**src/rtl/vprof_pkg.sv**
```systemverilog
// Shared definitions for the vector profiling subsystem.
// Holds default sizes, opcode and register encodings, the packed
// instruction, event and read-response types and the opcode latency table.
// Every RTL file and the testbench reference model refer to it by scope.

package vprof_pkg;

  // Default sizes, overridden from the top level
  localparam int unsigned NrLanes    = 4;
  localparam int unsigned QueueDepth = 4;

  // Counter and vector length widths
  localparam int unsigned CntWidth = 64;
  localparam int unsigned VlWidth  = 8;

  // Vector opcodes
  typedef enum logic [1:0] {
    VADD   = 2'd0,
    VMUL   = 2'd1,
    VLOAD  = 2'd2,
    VSTORE = 2'd3
  } vop_e;

  // Dispatched instruction, 10 bits
  typedef struct packed {
    vop_e               op;
    logic [VlWidth-1:0] vl;
  } vinsn_t;

  // Scalar core stall events, one bit each
  typedef struct packed {
    logic dcache_miss;
    logic icache_miss;
    logic sb_full;
  } stall_evt_t;

  // Readable profiling registers
  typedef enum logic [2:0] {
    REG_RUNTIME = 3'd0,
    REG_DCACHE  = 3'd1,
    REG_ICACHE  = 3'd2,
    REG_SBFULL  = 3'd3,
    REG_STATUS  = 3'd4
  } perf_reg_e;

  // Pending read response, remembers which register it came from
  typedef struct packed {
    perf_reg_e           idx;
    logic [CntWidth-1:0] data;
  } perf_rsp_t;

  // Fixed cycles per opcode, before the length-dependent part
  function automatic int unsigned base_latency(vop_e op);
    unique case (op)
      VADD:    base_latency = 1;
      VMUL:    base_latency = 3;
      VLOAD:   base_latency = 4;
      VSTORE:  base_latency = 2;
      default: base_latency = 1;
    endcase
  endfunction

endpackage

```
**src/rtl/vec_exec_model.sv**
```systemverilog
// Stand-in for the vector unit: queues dispatched instructions and keeps
// each one busy for a fixed number of cycles.
// Exec cycles are the opcode latency plus vl over NrLanes, rounded up.
// Drives the dispatch ready and a combinational idle flag.

`timescale 1ns/1ps

module vec_exec_model #(
  parameter int unsigned NrLanes    = 4,
  parameter int unsigned QueueDepth = 4
) (
  input  logic                clk_i,
  input  logic                rst_ni,
  input  logic                insn_valid_i,
  input  vprof_pkg::vinsn_t   insn_i,
  output logic                insn_ready_o,
  output logic                idle_o
);

  // Pointer, occupancy and timer widths
  localparam int unsigned PtrWidth   = (QueueDepth > 1) ? $clog2(QueueDepth) : 1;
  localparam int unsigned CntW       = $clog2(QueueDepth + 1);
  localparam int unsigned TimerWidth = $clog2(2 ** vprof_pkg::VlWidth + 8);

  vprof_pkg::vinsn_t     queue_q [QueueDepth];
  logic [PtrWidth-1:0]   wptr_q, wptr_d;
  logic [PtrWidth-1:0]   rptr_q, rptr_d;
  logic [CntW-1:0]       count_q, count_d;
  logic [TimerWidth-1:0] timer_q, timer_d;
  logic                  push, pop;
  logic                  empty, full;
  vprof_pkg::vinsn_t     head;
  logic [TimerWidth-1:0] exec_cycles;

  assign empty = (count_q == '0);
  assign full  = (count_q == CntW'(QueueDepth));
  assign head  = queue_q[rptr_q];

  // Handshake toward the dispatcher
  assign insn_ready_o = !full;
  assign push         = insn_valid_i && insn_ready_o;

  // Next instruction starts once the timer has run out
  // The pop cycle is itself the first exec cycle
  assign pop = !empty && (timer_q == '0);

  // Opcode latency plus ceil(vl / NrLanes)
  assign exec_cycles = TimerWidth'(vprof_pkg::base_latency(head.op))
                     + TimerWidth'((head.vl + NrLanes - 1) / NrLanes);

  // No work queued and nothing left on the timer
  assign idle_o = empty && (timer_q == '0);

  always_comb begin
    wptr_d  = wptr_q;
    rptr_d  = rptr_q;
    count_d = count_q;
    timer_d = timer_q;
    // Circular write side
    if (push) begin
      wptr_d = (wptr_q == PtrWidth'(QueueDepth - 1)) ? '0 : wptr_q + 1'b1;
    end
    // Circular read side, timer reloaded with the remaining cycles
    if (pop) begin
      rptr_d  = (rptr_q == PtrWidth'(QueueDepth - 1)) ? '0 : rptr_q + 1'b1;
      timer_d = exec_cycles - 1'b1;
    end else if (timer_q != '0) begin
      timer_d = timer_q - 1'b1;
    end
    // Occupancy tracks both sides in the same cycle
    if (push && !pop) begin
      count_d = count_q + 1'b1;
    end else if (pop && !push) begin
      count_d = count_q - 1'b1;
    end
  end

  always_ff @(posedge clk_i or negedge rst_ni) begin
    if (!rst_ni) begin
      wptr_q  <= '0;
      rptr_q  <= '0;
      count_q <= '0;
      timer_q <= '0;
    end else begin
      wptr_q  <= wptr_d;
      rptr_q  <= rptr_d;
      count_q <= count_d;
      timer_q <= timer_d;
    end
  end

  // Queue storage
  always_ff @(posedge clk_i) begin
    if (push) begin
      queue_q[wptr_q] <= insn_i;
    end
  end

endmodule

```
**src/rtl/runtime_counter.sv**
```systemverilog
// Vector runtime counter.
// Starts on the first dispatched instruction when software enables it and
// keeps running while enabled or while the vector unit is busy.
// Copies the count into a buffer once the unit drains with no new
// instruction offered, and pulses snap_o toward the other counters.

`timescale 1ns/1ps

module runtime_counter (
  input  logic                           clk_i,
  input  logic                           rst_ni,
  input  logic                           prof_en_i,
  input  logic                           insn_valid_i,
  input  logic                           idle_i,
  output logic                           active_o,
  output logic [vprof_pkg::CntWidth-1:0] runtime_o,
  output logic                           snap_o
);

  logic                           en_q, en_d;
  logic [vprof_pkg::CntWidth-1:0] cnt_q, cnt_d;
  logic [vprof_pkg::CntWidth-1:0] buf_q, buf_d;
  logic                           upd_q, upd_d;

  // Snapshot when a pending update meets an idle unit and no new request
  assign snap_o = upd_q && idle_i && !insn_valid_i;

  // Enable state
  always_comb begin
    if (!en_q) begin
      // Off: start on a dispatch while software allows it
      en_d = insn_valid_i && prof_en_i;
    end else begin
      // On: hold until software drops it and the unit is idle
      en_d = prof_en_i || !idle_i;
    end
  end

  // Free-running count, never cleared between bursts
  always_comb begin
    cnt_d = cnt_q;
    if (en_q) begin
      cnt_d = cnt_q + 1'b1;
    end
  end

  // Update flag and buffer
  always_comb begin
    upd_d = upd_q;
    buf_d = buf_q;
    if (snap_o) begin
      upd_d = 1'b0;
      buf_d = cnt_q;
    end
    // A new dispatch always arms the next update
    if (insn_valid_i) begin
      upd_d = 1'b1;
    end
  end

  always_ff @(posedge clk_i or negedge rst_ni) begin
    if (!rst_ni) begin
      en_q  <= 1'b0;
      cnt_q <= '0;
      upd_q <= 1'b0;
      buf_q <= '0;
    end else begin
      en_q  <= en_d;
      cnt_q <= cnt_d;
      upd_q <= upd_d;
      buf_q <= buf_d;
    end
  end

  assign active_o  = en_q;
  assign runtime_o = buf_q;

endmodule

```
**src/rtl/stall_counters.sv**
```systemverilog
// Scalar core stall counters.
// Counts data-cache miss, instruction-cache miss and scoreboard-full cycles
// while profiling is active, and snapshots them together with the runtime.

`timescale 1ns/1ps

module stall_counters (
  input  logic                           clk_i,
  input  logic                           rst_ni,
  input  logic                           active_i,
  input  vprof_pkg::stall_evt_t          evt_i,
  input  logic                           snap_i,
  output logic [vprof_pkg::CntWidth-1:0] dcache_o,
  output logic [vprof_pkg::CntWidth-1:0] icache_o,
  output logic [vprof_pkg::CntWidth-1:0] sbfull_o
);

  localparam int unsigned NrEvents = 3;

  logic [NrEvents-1:0]            evt_vec;
  logic [vprof_pkg::CntWidth-1:0] cnt_q [NrEvents];
  logic [vprof_pkg::CntWidth-1:0] buf_q [NrEvents];

  // Index 0 dcache, 1 icache, 2 scoreboard full
  assign evt_vec = {evt_i.sb_full, evt_i.icache_miss, evt_i.dcache_miss};

  always_ff @(posedge clk_i or negedge rst_ni) begin
    if (!rst_ni) begin
      for (int i = 0; i < NrEvents; i++) begin
        cnt_q[i] <= '0;
        buf_q[i] <= '0;
      end
    end else begin
      for (int i = 0; i < NrEvents; i++) begin
        // Only events seen during the profiled window count
        if (active_i && evt_vec[i]) begin
          cnt_q[i] <= cnt_q[i] + 1'b1;
        end
        // Buffer takes the running value on the same edge as the runtime
        if (snap_i) begin
          buf_q[i] <= cnt_q[i];
        end
      end
    end
  end

  assign dcache_o = buf_q[0];
  assign icache_o = buf_q[1];
  assign sbfull_o = buf_q[2];

endmodule

```
**src/rtl/perf_regs.sv**
```systemverilog
// Register read port for the profiling buffers.
// Requests select a snapshot or the status word; the result sits in a
// one-entry response stage until the requester takes it.
// Status: bit 0 idle, bit 1 active, bit 2 fresh snapshot.

`timescale 1ns/1ps

module perf_regs (
  input  logic                           clk_i,
  input  logic                           rst_ni,
  input  logic                           rd_req_valid_i,
  input  vprof_pkg::perf_reg_e           rd_req_i,
  output logic                           rd_req_ready_o,
  output logic                           rd_rsp_valid_o,
  output logic [vprof_pkg::CntWidth-1:0] rd_rsp_data_o,
  input  logic                           rd_rsp_ready_i,
  input  logic [vprof_pkg::CntWidth-1:0] runtime_i,
  input  logic [vprof_pkg::CntWidth-1:0] dcache_i,
  input  logic [vprof_pkg::CntWidth-1:0] icache_i,
  input  logic [vprof_pkg::CntWidth-1:0] sbfull_i,
  input  logic                           idle_i,
  input  logic                           active_i,
  input  logic                           snap_i
);

  logic                           rsp_valid_q;
  vprof_pkg::perf_rsp_t           rsp_q;
  logic                           fresh_q;
  logic                           req_fire;
  logic                           rsp_fire;
  logic [vprof_pkg::CntWidth-1:0] sel_data;

  // Stage can take a request when empty or draining this cycle
  assign rd_req_ready_o = !rsp_valid_q || rd_rsp_ready_i;
  assign req_fire       = rd_req_valid_i && rd_req_ready_o;
  assign rsp_fire       = rsp_valid_q && rd_rsp_ready_i;

  // Register select
  always_comb begin
    unique case (rd_req_i)
      vprof_pkg::REG_RUNTIME: sel_data = runtime_i;
      vprof_pkg::REG_DCACHE:  sel_data = dcache_i;
      vprof_pkg::REG_ICACHE:  sel_data = icache_i;
      vprof_pkg::REG_SBFULL:  sel_data = sbfull_i;
      vprof_pkg::REG_STATUS:  sel_data = {{(vprof_pkg::CntWidth - 3){1'b0}},
                                          fresh_q, active_i, idle_i};
      default:                sel_data = '0;
    endcase
  end

  always_ff @(posedge clk_i or negedge rst_ni) begin
    if (!rst_ni) begin
      rsp_valid_q <= 1'b0;
      fresh_q     <= 1'b0;
    end else begin
      // Response valid the cycle after acceptance
      if (req_fire) begin
        rsp_valid_q <= 1'b1;
      end else if (rsp_fire) begin
        rsp_valid_q <= 1'b0;
      end
      // New snapshot wins over a runtime read in the same cycle
      if (snap_i) begin
        fresh_q <= 1'b1;
      end else if (rsp_fire && rsp_q.idx == vprof_pkg::REG_RUNTIME) begin
        fresh_q <= 1'b0;
      end
    end
  end

  // Response payload
  always_ff @(posedge clk_i) begin
    if (req_fire) begin
      rsp_q.idx  <= rd_req_i;
      rsp_q.data <= sel_data;
    end
  end

  assign rd_rsp_valid_o = rsp_valid_q;
  assign rd_rsp_data_o  = rsp_q.data;

endmodule

```
**src/rtl/vprof_top.sv**
```systemverilog
// Top level of the vector profiling subsystem.
// Connects the vector unit model, the runtime and stall counters and the
// register read port. Lane count and queue depth are set here.

`timescale 1ns/1ps

module vprof_top #(
  parameter int unsigned NrLanes    = vprof_pkg::NrLanes,
  parameter int unsigned QueueDepth = vprof_pkg::QueueDepth
) (
  input  logic                           clk_i,
  input  logic                           rst_ni,
  input  logic                           prof_en_i,
  // Instruction dispatch
  input  logic                           insn_valid_i,
  input  vprof_pkg::vinsn_t              insn_i,
  output logic                           insn_ready_o,
  // Scalar core stall events
  input  vprof_pkg::stall_evt_t          evt_i,
  // Register read port
  input  logic                           rd_req_valid_i,
  input  vprof_pkg::perf_reg_e           rd_req_i,
  output logic                           rd_req_ready_o,
  output logic                           rd_rsp_valid_o,
  output logic [vprof_pkg::CntWidth-1:0] rd_rsp_data_o,
  input  logic                           rd_rsp_ready_i
);

  logic                           idle;
  logic                           active;
  logic                           snap;
  logic [vprof_pkg::CntWidth-1:0] runtime;
  logic [vprof_pkg::CntWidth-1:0] dcache;
  logic [vprof_pkg::CntWidth-1:0] icache;
  logic [vprof_pkg::CntWidth-1:0] sbfull;

  vec_exec_model #(
    .NrLanes   (NrLanes   ),
    .QueueDepth(QueueDepth)
  ) i_vec_exec_model (
    .clk_i       (clk_i       ),
    .rst_ni      (rst_ni      ),
    .insn_valid_i(insn_valid_i),
    .insn_i      (insn_i      ),
    .insn_ready_o(insn_ready_o),
    .idle_o      (idle        )
  );

  // Sees the raw dispatch valid, not only accepted transfers
  runtime_counter i_runtime_counter (
    .clk_i       (clk_i       ),
    .rst_ni      (rst_ni      ),
    .prof_en_i   (prof_en_i   ),
    .insn_valid_i(insn_valid_i),
    .idle_i      (idle        ),
    .active_o    (active      ),
    .runtime_o   (runtime     ),
    .snap_o      (snap        )
  );

  stall_counters i_stall_counters (
    .clk_i   (clk_i  ),
    .rst_ni  (rst_ni ),
    .active_i(active ),
    .evt_i   (evt_i  ),
    .snap_i  (snap   ),
    .dcache_o(dcache ),
    .icache_o(icache ),
    .sbfull_o(sbfull )
  );

  perf_regs i_perf_regs (
    .clk_i         (clk_i         ),
    .rst_ni        (rst_ni        ),
    .rd_req_valid_i(rd_req_valid_i),
    .rd_req_i      (rd_req_i      ),
    .rd_req_ready_o(rd_req_ready_o),
    .rd_rsp_valid_o(rd_rsp_valid_o),
    .rd_rsp_data_o (rd_rsp_data_o ),
    .rd_rsp_ready_i(rd_rsp_ready_i),
    .runtime_i     (runtime       ),
    .dcache_i      (dcache        ),
    .icache_i      (icache        ),
    .sbfull_i      (sbfull        ),
    .idle_i        (idle          ),
    .active_i      (active        ),
    .snap_i        (snap          )
  );

endmodule

```
**config.mk**
```make
export PLATFORM = sky130hd
export DESIGN_NAME = vprof_top
export DESIGN_NICKNAME = d
export VERILOG_FILES = /design/src/rtl/vprof_pkg.sv /design/src/rtl/vec_exec_model.sv /design/src/rtl/runtime_counter.sv /design/src/rtl/stall_counters.sv /design/src/rtl/perf_regs.sv /design/src/rtl/vprof_top.sv
export SDC_FILE = /design/constraint.sdc
export NUM_CORES = 1
export LEC_CHECK = 0
export BUFFER_PORTS_ARGS = -buffer_cell sky130_fd_sc_hd__buf_2
export CORE_ASPECT_RATIO = 1.2
export CORE_MARGIN = 2
export CORE_UTILIZATION = 50
export CTS_CLUSTER_DIAMETER = 40
export DETAILED_ROUTE_END_ITERATION = 8
export GPL_TIMING_DRIVEN = 0
export PLACE_DENSITY_LB_ADDON = 0.15
export SLEW_MARGIN = 20
export SYNTH_ARGS = -nofsm -noshare
export SYNTH_HDL_FRONTEND = slang
export SYNTH_SLANG_ARGS = --single-unit
```
**constraint.sdc**
```tcl
create_clock -name clk_i -period 7.4 [get_ports clk_i]
set_input_delay 0.74 -clock clk_i [delete_from_list [all_inputs] [get_ports clk_i]]
set_output_delay 0.74 -clock clk_i [all_outputs]
set_load 0.02 [all_outputs]
```
==> flow_metrics.env, run 1 <==
export IMPL_antennaDiodeCount=0
export IMPL_ys_top_cells_by_count="dfrtp_1, mux2_2, xnor2_1, nand2_1, edfxtp_1"
export IMPL_hpwl_mm=45.0
export IMPL_rows=94
export IMPL_portBuffers=88
export IMPL_synthArstFlopShare=0.833
export IMPL_post_cts_buffers=0
export IMPL_grt_max_degree=95
export IMPL_clkTransAtPathRegs_ns=0.05
export IMPL_wl_per_cell_um=20.2
export IMPL_p_leak_nw=15.0
export IMPL_final_layout_size_suffix_gt1_frac=0.251
export IMPL_powerDensity_nw_per_um2=293
export IMPL_netlist_area_um2=27500
export IMPL_antenna_found_initial=0
export IMPL_holdBufCountCts=0
export IMPL_path_class="reg -> reg"
export IMPL_die_h_um=261
export IMPL_syn_num_nets=2141
export IMPL_ys_seq_elements=639
export IMPL_die_w_um=218
export IMPL_ant_nets=0
export IMPL_hold_viol_final=0
export IMPL_cts_sinks=639
export IMPL_yosys_area_top_type_share=0.484
export IMPL_cts_max_level=3
export IMPL_nNetsFinal=2323
export IMPL_grt_ovfl_total=0
export IMPL_grtUsageTotal=0.226
export IMPL_grt_pass1_wl_mm=97.7
export IMPL_synth_most_common_cell="dfrtp_1"
export IMPL_vias=16700
export IMPL_fin_skew_ns=0.0193
export IMPL_dieArea_um2=56900
export IMPL_clockBufferDepth=3
export IMPL_slew_headroom=0.222
export IMPL_syn2layout_area_growth_pct=16.7
export IMPL_syn_inst=2095
export IMPL_hold_class="in -> async"
export IMPL_cts_resized=0
export IMPL_regArea_um2=16500
export IMPL_synth_top_cells_by_area="dfrtp_1, edfxtp_1, mux2_2"
export IMPL_required_ns=7.86
export IMPL_critPathMaxFanout=10
export IMPL_finalSetupViolCount=0
export IMPL_start_kind="register"
export IMPL_status="completed"
export IMPL_drv_cap=0
export IMPL_grt_pass1_vias=17000
export IMPL_syn_area_per_cell_um2=13.1
export IMPL_period_needed_ns=3.97
export IMPL_initial_utilization=0.504
export IMPL_multiInputGateArea_um2=10100
export IMPL_place_area_um2=29100
export IMPL_min_period_over_period=0.537
export IMPL_synth_top_area_cell="dfrtp_1"
export IMPL_fillers=4373
export IMPL_synth_cell_types=60
export IMPL_synth_seq_area_share=0.601
export IMPL_place_ws_ns=3.39
export IMPL_routed_wl_mm=61.8
export IMPL_crit_arrival_ns=4.43
export IMPL_io_pins=89
export IMPL_drv_slew=0
export IMPL_synth_edf_count=107
export IMPL_clock_latency_ns=0.62
export IMPL_gp_routability_congestion=0.837
export IMPL_tightest_slew_ns=1.17
export IMPL_initialDrtViolationCount=1369
export IMPL_rsz0062_at_grt="false"
export IMPL_cts_root_buf="clkbuf_16"
export IMPL_cts_tree="done"
export IMPL_endpoint_kind="register"
export IMPL_setup_ws_ns=3.43
export IMPL_first_pass_iters=5
export IMPL_drc=0
export IMPL_stdcell_area_um2=32100
export IMPL_synth_top_flop_cell="dfrtp_1"
export IMPL_cts_buffers=84
export IMPL_finalPower_w=0.00941
export IMPL_hold_ws_ns=0.0444
export IMPL_yosys_warnings=0
export IMPL_max_freq_mhz=252
export IMPL_vias_per_cell=5.45
export IMPL_setup_tns_ns=0
export IMPL_core_area_um2=54600
export IMPL_ir_worst_vdd_mv=0.304
metal layers:
| layer | wire length, µm | track usage | vias to the layer above | share of wire |
|---|---|---|---|---|
| met5 | 0 | 0 | - | 0 |
| met4 | 1460 | 0.0726 | 0 | 0.024 |
| met3 | 2290 | 0.0308 | 84 | 0.037 |
| met2 | 30000 | 0.371 | 313 | 0.49 |
| met1 | 28000 | 0.312 | 8501 | 0.45 |
| li1 | - | - | 7817 | - |
flip-flops by register name (all words and copies together) (netlist names), 2 cells and up:
signal and count:
i_vec_exec_model.wptr_q 2, i_vec_exec_model.rptr_q 2, i_perf_regs.rsp_q 3, i_stall_counters.dcache_o 64
i_stall_counters.cnt_q 192, i_vec_exec_model.queue_q 40, i_stall_counters.icache_o 64, i_runtime_counter.runtime_o 64
i_vec_exec_model.timer_q 9, i_stall_counters.sbfull_o 64, i_runtime_counter.cnt_q 64, i_vec_exec_model.count_q 3
i_perf_regs.rd_rsp_data_o 64
logic make-up after synthesis:
| logic type | after synthesis | share of synthesized area |
|---|---|---|
| multiplexers | 265 | 0.112 |
| flip-flops | 639 | 0.601 |
| XOR/XNOR | 276 | 0.0882 |
| AO/OA/AOI/OAI | 174 | 0.0545 |
| buffers and inverters | 166 | 0.0322 |
| AND/OR/NAND/NOR | 550 | 0.101 |
| adder cells (fa/ha/maj) | 25 | 0.0119 |
layout by cell type (no fill, tap or decap), types with 5 or more instances in the layout:
cell	Yosys	routed
buf_2	2	90
and2_1	16	15
a22o_1	61	61
buf_4	65	65
buf_16	0	6
mux4_2	7	7
xor2_1	78	78
a21oi_1	9	9
nand4_1	46	46
ha_1	22	22
clkinv_4	0	8
clkbuf_1	64	74
or3_1	9	9
nor2_1	83	83
bufinv_16	0	11
and3_1	57	57
and4_1	14	14
clkbuf_16	0	87
xnor2_1	197	197
nor4_1	10	8
mux2_2	253	253
dfrtp_1	532	532
nor2b_1	7	7
clkbuf_8	0	5
inv_1	33	33
nor3_1	25	23
nand3_1	94	94
nand2b_1	6	6
clkinvlp_4	0	7
inv_6	0	16
edfxtp_1	107	107
nand2_1	162	162
a221o_1	63	63
o21ai_0	18	18
worst paths after layout:
path                                                 start                           to  cells past startpoint  slack (ns)
worst max-delay path            i_vec_exec_model.rptr_q[1]  i_vec_exec_model.timer_q[8]                     16        3.43
min in group clk_i                             rd_req_i[2]        i_perf_regs.rsp_q[66]                      1        0.32
worst min-delay path                                rst_ni   i_stall_counters.cnt_q[55]                      1        0.04
max in group asynchronous                           rst_ni   i_runtime_counter.cnt_q[7]                      4        5.81
worst min register to register     i_runtime_counter.upd_q      i_runtime_counter.upd_q                      1        0.48
worst max register to register  i_vec_exec_model.rptr_q[1]  i_vec_exec_model.timer_q[8]                     16        3.43
power by group:
| group | total [W] | internal (W) | switching (W) |
|---|---|---|---|
| clock | 0.00428 | 0.00264 | 0.00163 |
| combinational | 0.00121 | 0.000530 | 0.000679 |
| sequential | 0.00392 | 0.00377 | 0.000152 |
| total | 0.00941 | 0.00694 | 0.00247 |
through the flow:
stage | instances | utilization
finish | 3068 | 0.588
floorplan | 2095 | -
global route | 3068 | 0.588
CTS | 3068 | 0.588
detailed placement | 2911 | 0.533
global placement | 2903 | 0.529
worst max-delay path, cell delays in order (launching register included):
cell and delay (ns):
dfrtp_1 0.37, buf_6 0.14, buf_2 0.25, mux4_2 0.40
ha_1 0.31, o21ai_0 0.28, xor2_1 0.13, ha_1 0.34
inv_1 0.05, ha_1 0.29, a21o_1 0.18, a21oi_1 0.22
o21bai_1 0.17, o2111ai_1 0.22, o211ai_1 0.13, xnor2_1 0.25
o41ai_2 0.08
cell type report:
cell class	instances	area share
inverter	33	0.00386
tap	720	0.0281
clock buffer	102	0.0712
sequential	639	0.515
timing repair buffer	96	0.0200
multi-input combinational	1290	0.315
buffer	133	0.0237
clock inverter	55	0.0228
Power figures use the tool's default switching activity.
==> run 2: changes to the inputs <==
- clock period: 7.4 -> 3.45 ns (I/O delays scaled with it)
==> flow_metrics.env, run 2 (synthesis gave the netlist of run 1 again) <==
export IMPL_status="finished, violations left"
export IMPL_failed_checks="setup timing"
export IMPL_setup_ws_ns=-0.0924
export IMPL_cts_tree="done"
export IMPL_path_cells="buf_6 -> mux4_2 -> ha_4 -> buf_4 -> nor3_2 -> a32oi_1 -> nand2_1 -> xor2_2 -> inv_2 -> ha_4 -> inv_2 -> o21bai_1 -> maj3_2 -> a21oi_2 -> xor2_1 -> o22ai_1"
export IMPL_tightest_slew_ns=0.976
export IMPL_hold_class="in -> reg"
export IMPL_critPathMaxStageDelay_ns=0.59
export IMPL_antenna_found_initial=1
export IMPL_start_kind="register"
export IMPL_crit_buf_inv=4
export IMPL_grtUsageTotal=0.228
export IMPL_core_area_um2=54600
export IMPL_hpwl_mm=45.1
export IMPL_fillers=4377
export IMPL_wl_per_cell_um=20.3
export IMPL_clockBufferDepth=3
export IMPL_portBuffers=88
export IMPL_internal_power_w=0.0151
export IMPL_final_common_cell="dfrtp_1"
export IMPL_initialDrtViolationCount=1291
export IMPL_powerDensity_nw_per_um2=641
export IMPL_drc=0
export IMPL_max_freq_mhz=282
export IMPL_ir_worst_vdd_mv=0.605
export IMPL_rsz0062_at_grt="true"
export IMPL_sw_frac_of_total=0.275
export IMPL_endpoint_kind="register"
export IMPL_nNetsFinal=2364
export IMPL_first_pass_iters=5
export IMPL_pwr_share_clk=0.414
export IMPL_critical_path_top_delay_family="adder cells"
export IMPL_seqPwrFrac=0.403
export IMPL_largest_register="i_stall_counters.cnt_q"
export IMPL_dieArea_um2=56900
export IMPL_clkTransAtPathRegs_ns=0.06
export IMPL_grt_max_degree=102
export IMPL_grt_ovfl_total=0
export IMPL_die_w_um=218
export IMPL_cts_sinks=639
export IMPL_cts_buffers=84
export IMPL_die_h_um=261
export IMPL_slowest_stage="mux4_2"
export IMPL_combPwrFrac=0.183
export IMPL_gp_routability_congestion=0.837
export IMPL_io_pins=89
export IMPL_required_ns=3.92
export IMPL_clock_latency_ns=0.61
export IMPL_critPathMaxFanout=6
export IMPL_vias=17000
export IMPL_slew_headroom=0.349
export IMPL_crit_arrival_ns=4.02
export IMPL_multiInputGateArea_um2=10400
export IMPL_switchingPower_w=0.00573
export IMPL_setup_tns_ns=-0.235
export IMPL_final_cell_mix="dfrtp_1, mux2_2, xnor2_1, nand2_1, edfxtp_1"
export IMPL_finalSetupViolCount=4
export IMPL_regArea_um2=16500
export IMPL_drv_slew=0
export IMPL_fin_skew_ns=0.0222
export IMPL_largest_reg_flops=192
export IMPL_drv_cap=0
export IMPL_syn2layout_area_growth_pct=18.3
export IMPL_grt_pass1_wl_mm=98.8
export IMPL_cts_max_level=3
export IMPL_grt_pass1_vias=17300
export IMPL_min_period_over_period=1.03
export IMPL_initial_utilization=0.504
export IMPL_path_class="reg -> reg"
export IMPL_place_inst=2911
export IMPL_cts_root_buf="clkbuf_16"
export IMPL_period_needed_ns=3.54
export IMPL_ant_nets=0
export IMPL_routed_wl_mm=63.1
export IMPL_vias_per_cell=5.47
export IMPL_hold_viol_final=0
export IMPL_rows=94
export IMPL_p_leak_nw=15.2
export IMPL_instances_no_fill=3107
export IMPL_final_layout_size_suffix_gt1_frac=0.274
export IMPL_antennaDiodeCount=0
==> run 2: cell types whose count changed in the layout (fill, tap and decap cells not counted), moves of 6 or more <==
cell / previous run / this run
dlygate4sd3_1: 0 / 16
buf_4: 65 / 87
clkinv_2: 4 / 12
clkbuf_1: 74 / 67
ha_4: 0 / 6
ha_1: 22 / 15
bufinv_16: 11 / 4
==> run 2: layout make-up <==
class / instances / area share
clock inverters: 55 / 0.0160
well taps: 720 / 0.0277
clock buffers: 100 / 0.0703
multi-input cells: 1290 / 0.319
flip-flops and latches: 639 / 0.508
plain buffers: 133 / 0.0241
repair buffers: 137 / 0.0306
inverters: 33 / 0.00388
==> run 2: routing by layer <==
| metal | vias up | GRT usage | share of wire |
|---|---|---|---|
| met1 | 8658 | 0.314 | 0.44 |
| li1 | 7879 | - | - |
| met3 | 110 | 0.0336 | 0.044 |
| met5 | - | 0 | 0 |
| met2 | 358 | 0.367 | 0.48 |
| met4 | 0 | 0.0896 | 0.031 |
==> run 2: worst paths after layout <==
path | from | cells after the start | endpoint | slack, ns
max in group asynchronous | rst_ni | 5 | i_runtime_counter.cnt_q[8] | 1.56
min reg2reg | i_stall_counters.cnt_q[63] | 1 | i_stall_counters.cnt_q[63] | 0.47
min | evt_i[1] | 3 | i_stall_counters.cnt_q[66] | 0.04
min in group asynchronous | rst_ni | 2 | i_stall_counters.sbfull_o[56] | 0.24
max | i_vec_exec_model.rptr_q[0] | 16 | i_vec_exec_model.timer_q[7] | -0.09
max reg2reg | i_vec_exec_model.rptr_q[0] | 16 | i_vec_exec_model.timer_q[7] | -0.09
==> run 2: power by group through the flow <==
| stage | Sequential [W] | Combinational [W] | Clock, W |
|---|---|---|---|
| 4_1_cts | 0.00841 | 0.00323 | 0.00878 |
| 3_5_place_dp | 0.00854 | 0.00269 | 0 |
| 6_report | 0.00842 | 0.00382 | 0.00863 |
| 3_3_place_gp | 0.00853 | 0.00254 | 0 |
| 2_1_floorplan | 0.00846 | 0.00196 | 0 |
| 5_1_grt | 0.00847 | 0.00419 | 0.00909 |
==> run 2: worst register-to-register path, cell delays in order, from the launching register on <==
cell      delay (ns)
dfrtp_1         0.37
buf_6           0.15
mux4_2          0.59
ha_4            0.23
buf_4           0.14
nor3_2          0.18
a32oi_1         0.07
nand2_1         0.12
xor2_2          0.21
inv_2           0.09
ha_4            0.26
inv_2           0.08
o21bai_1        0.10
maj3_2          0.31
a21oi_2         0.16
xor2_1          0.24
o22ai_1         0.10
==> run 2: through the flow <==
| stage | hold WS, ns | utilization | power (W) | setup slack [ns] | cell area (µm²) |
|---|---|---|---|---|---|
| finish | 0.0411 | 0.596 | 0.0209 | -0.0924 | 32500 |
| global route | 0.0399 | 0.596 | 0.0217 | -0.278 | 32500 |
| CTS | 0.0106 | 0.592 | 0.0204 | -0.198 | 32300 |
| detailed placement | 0.294 | 0.533 | 0.0112 | -0.548 | 29100 |
| global placement | 0.454 | 0.529 | 0.0111 | -8.77 | 28800 |
| floorplan | 0.0494 | - | 0.0104 | 0.0134 | 27500 |
==> run 2: repair_timing <==
action | 4_1_cts | 5_1_grt
hold buffers | 16 | 0
gates resized for setup | 29 | 32
endpoints found under the setup margin | 70 | 120
pin swaps | 17 | 27
hold endpoints to repair | 96 | 0
buffers inserted | 16 | 10
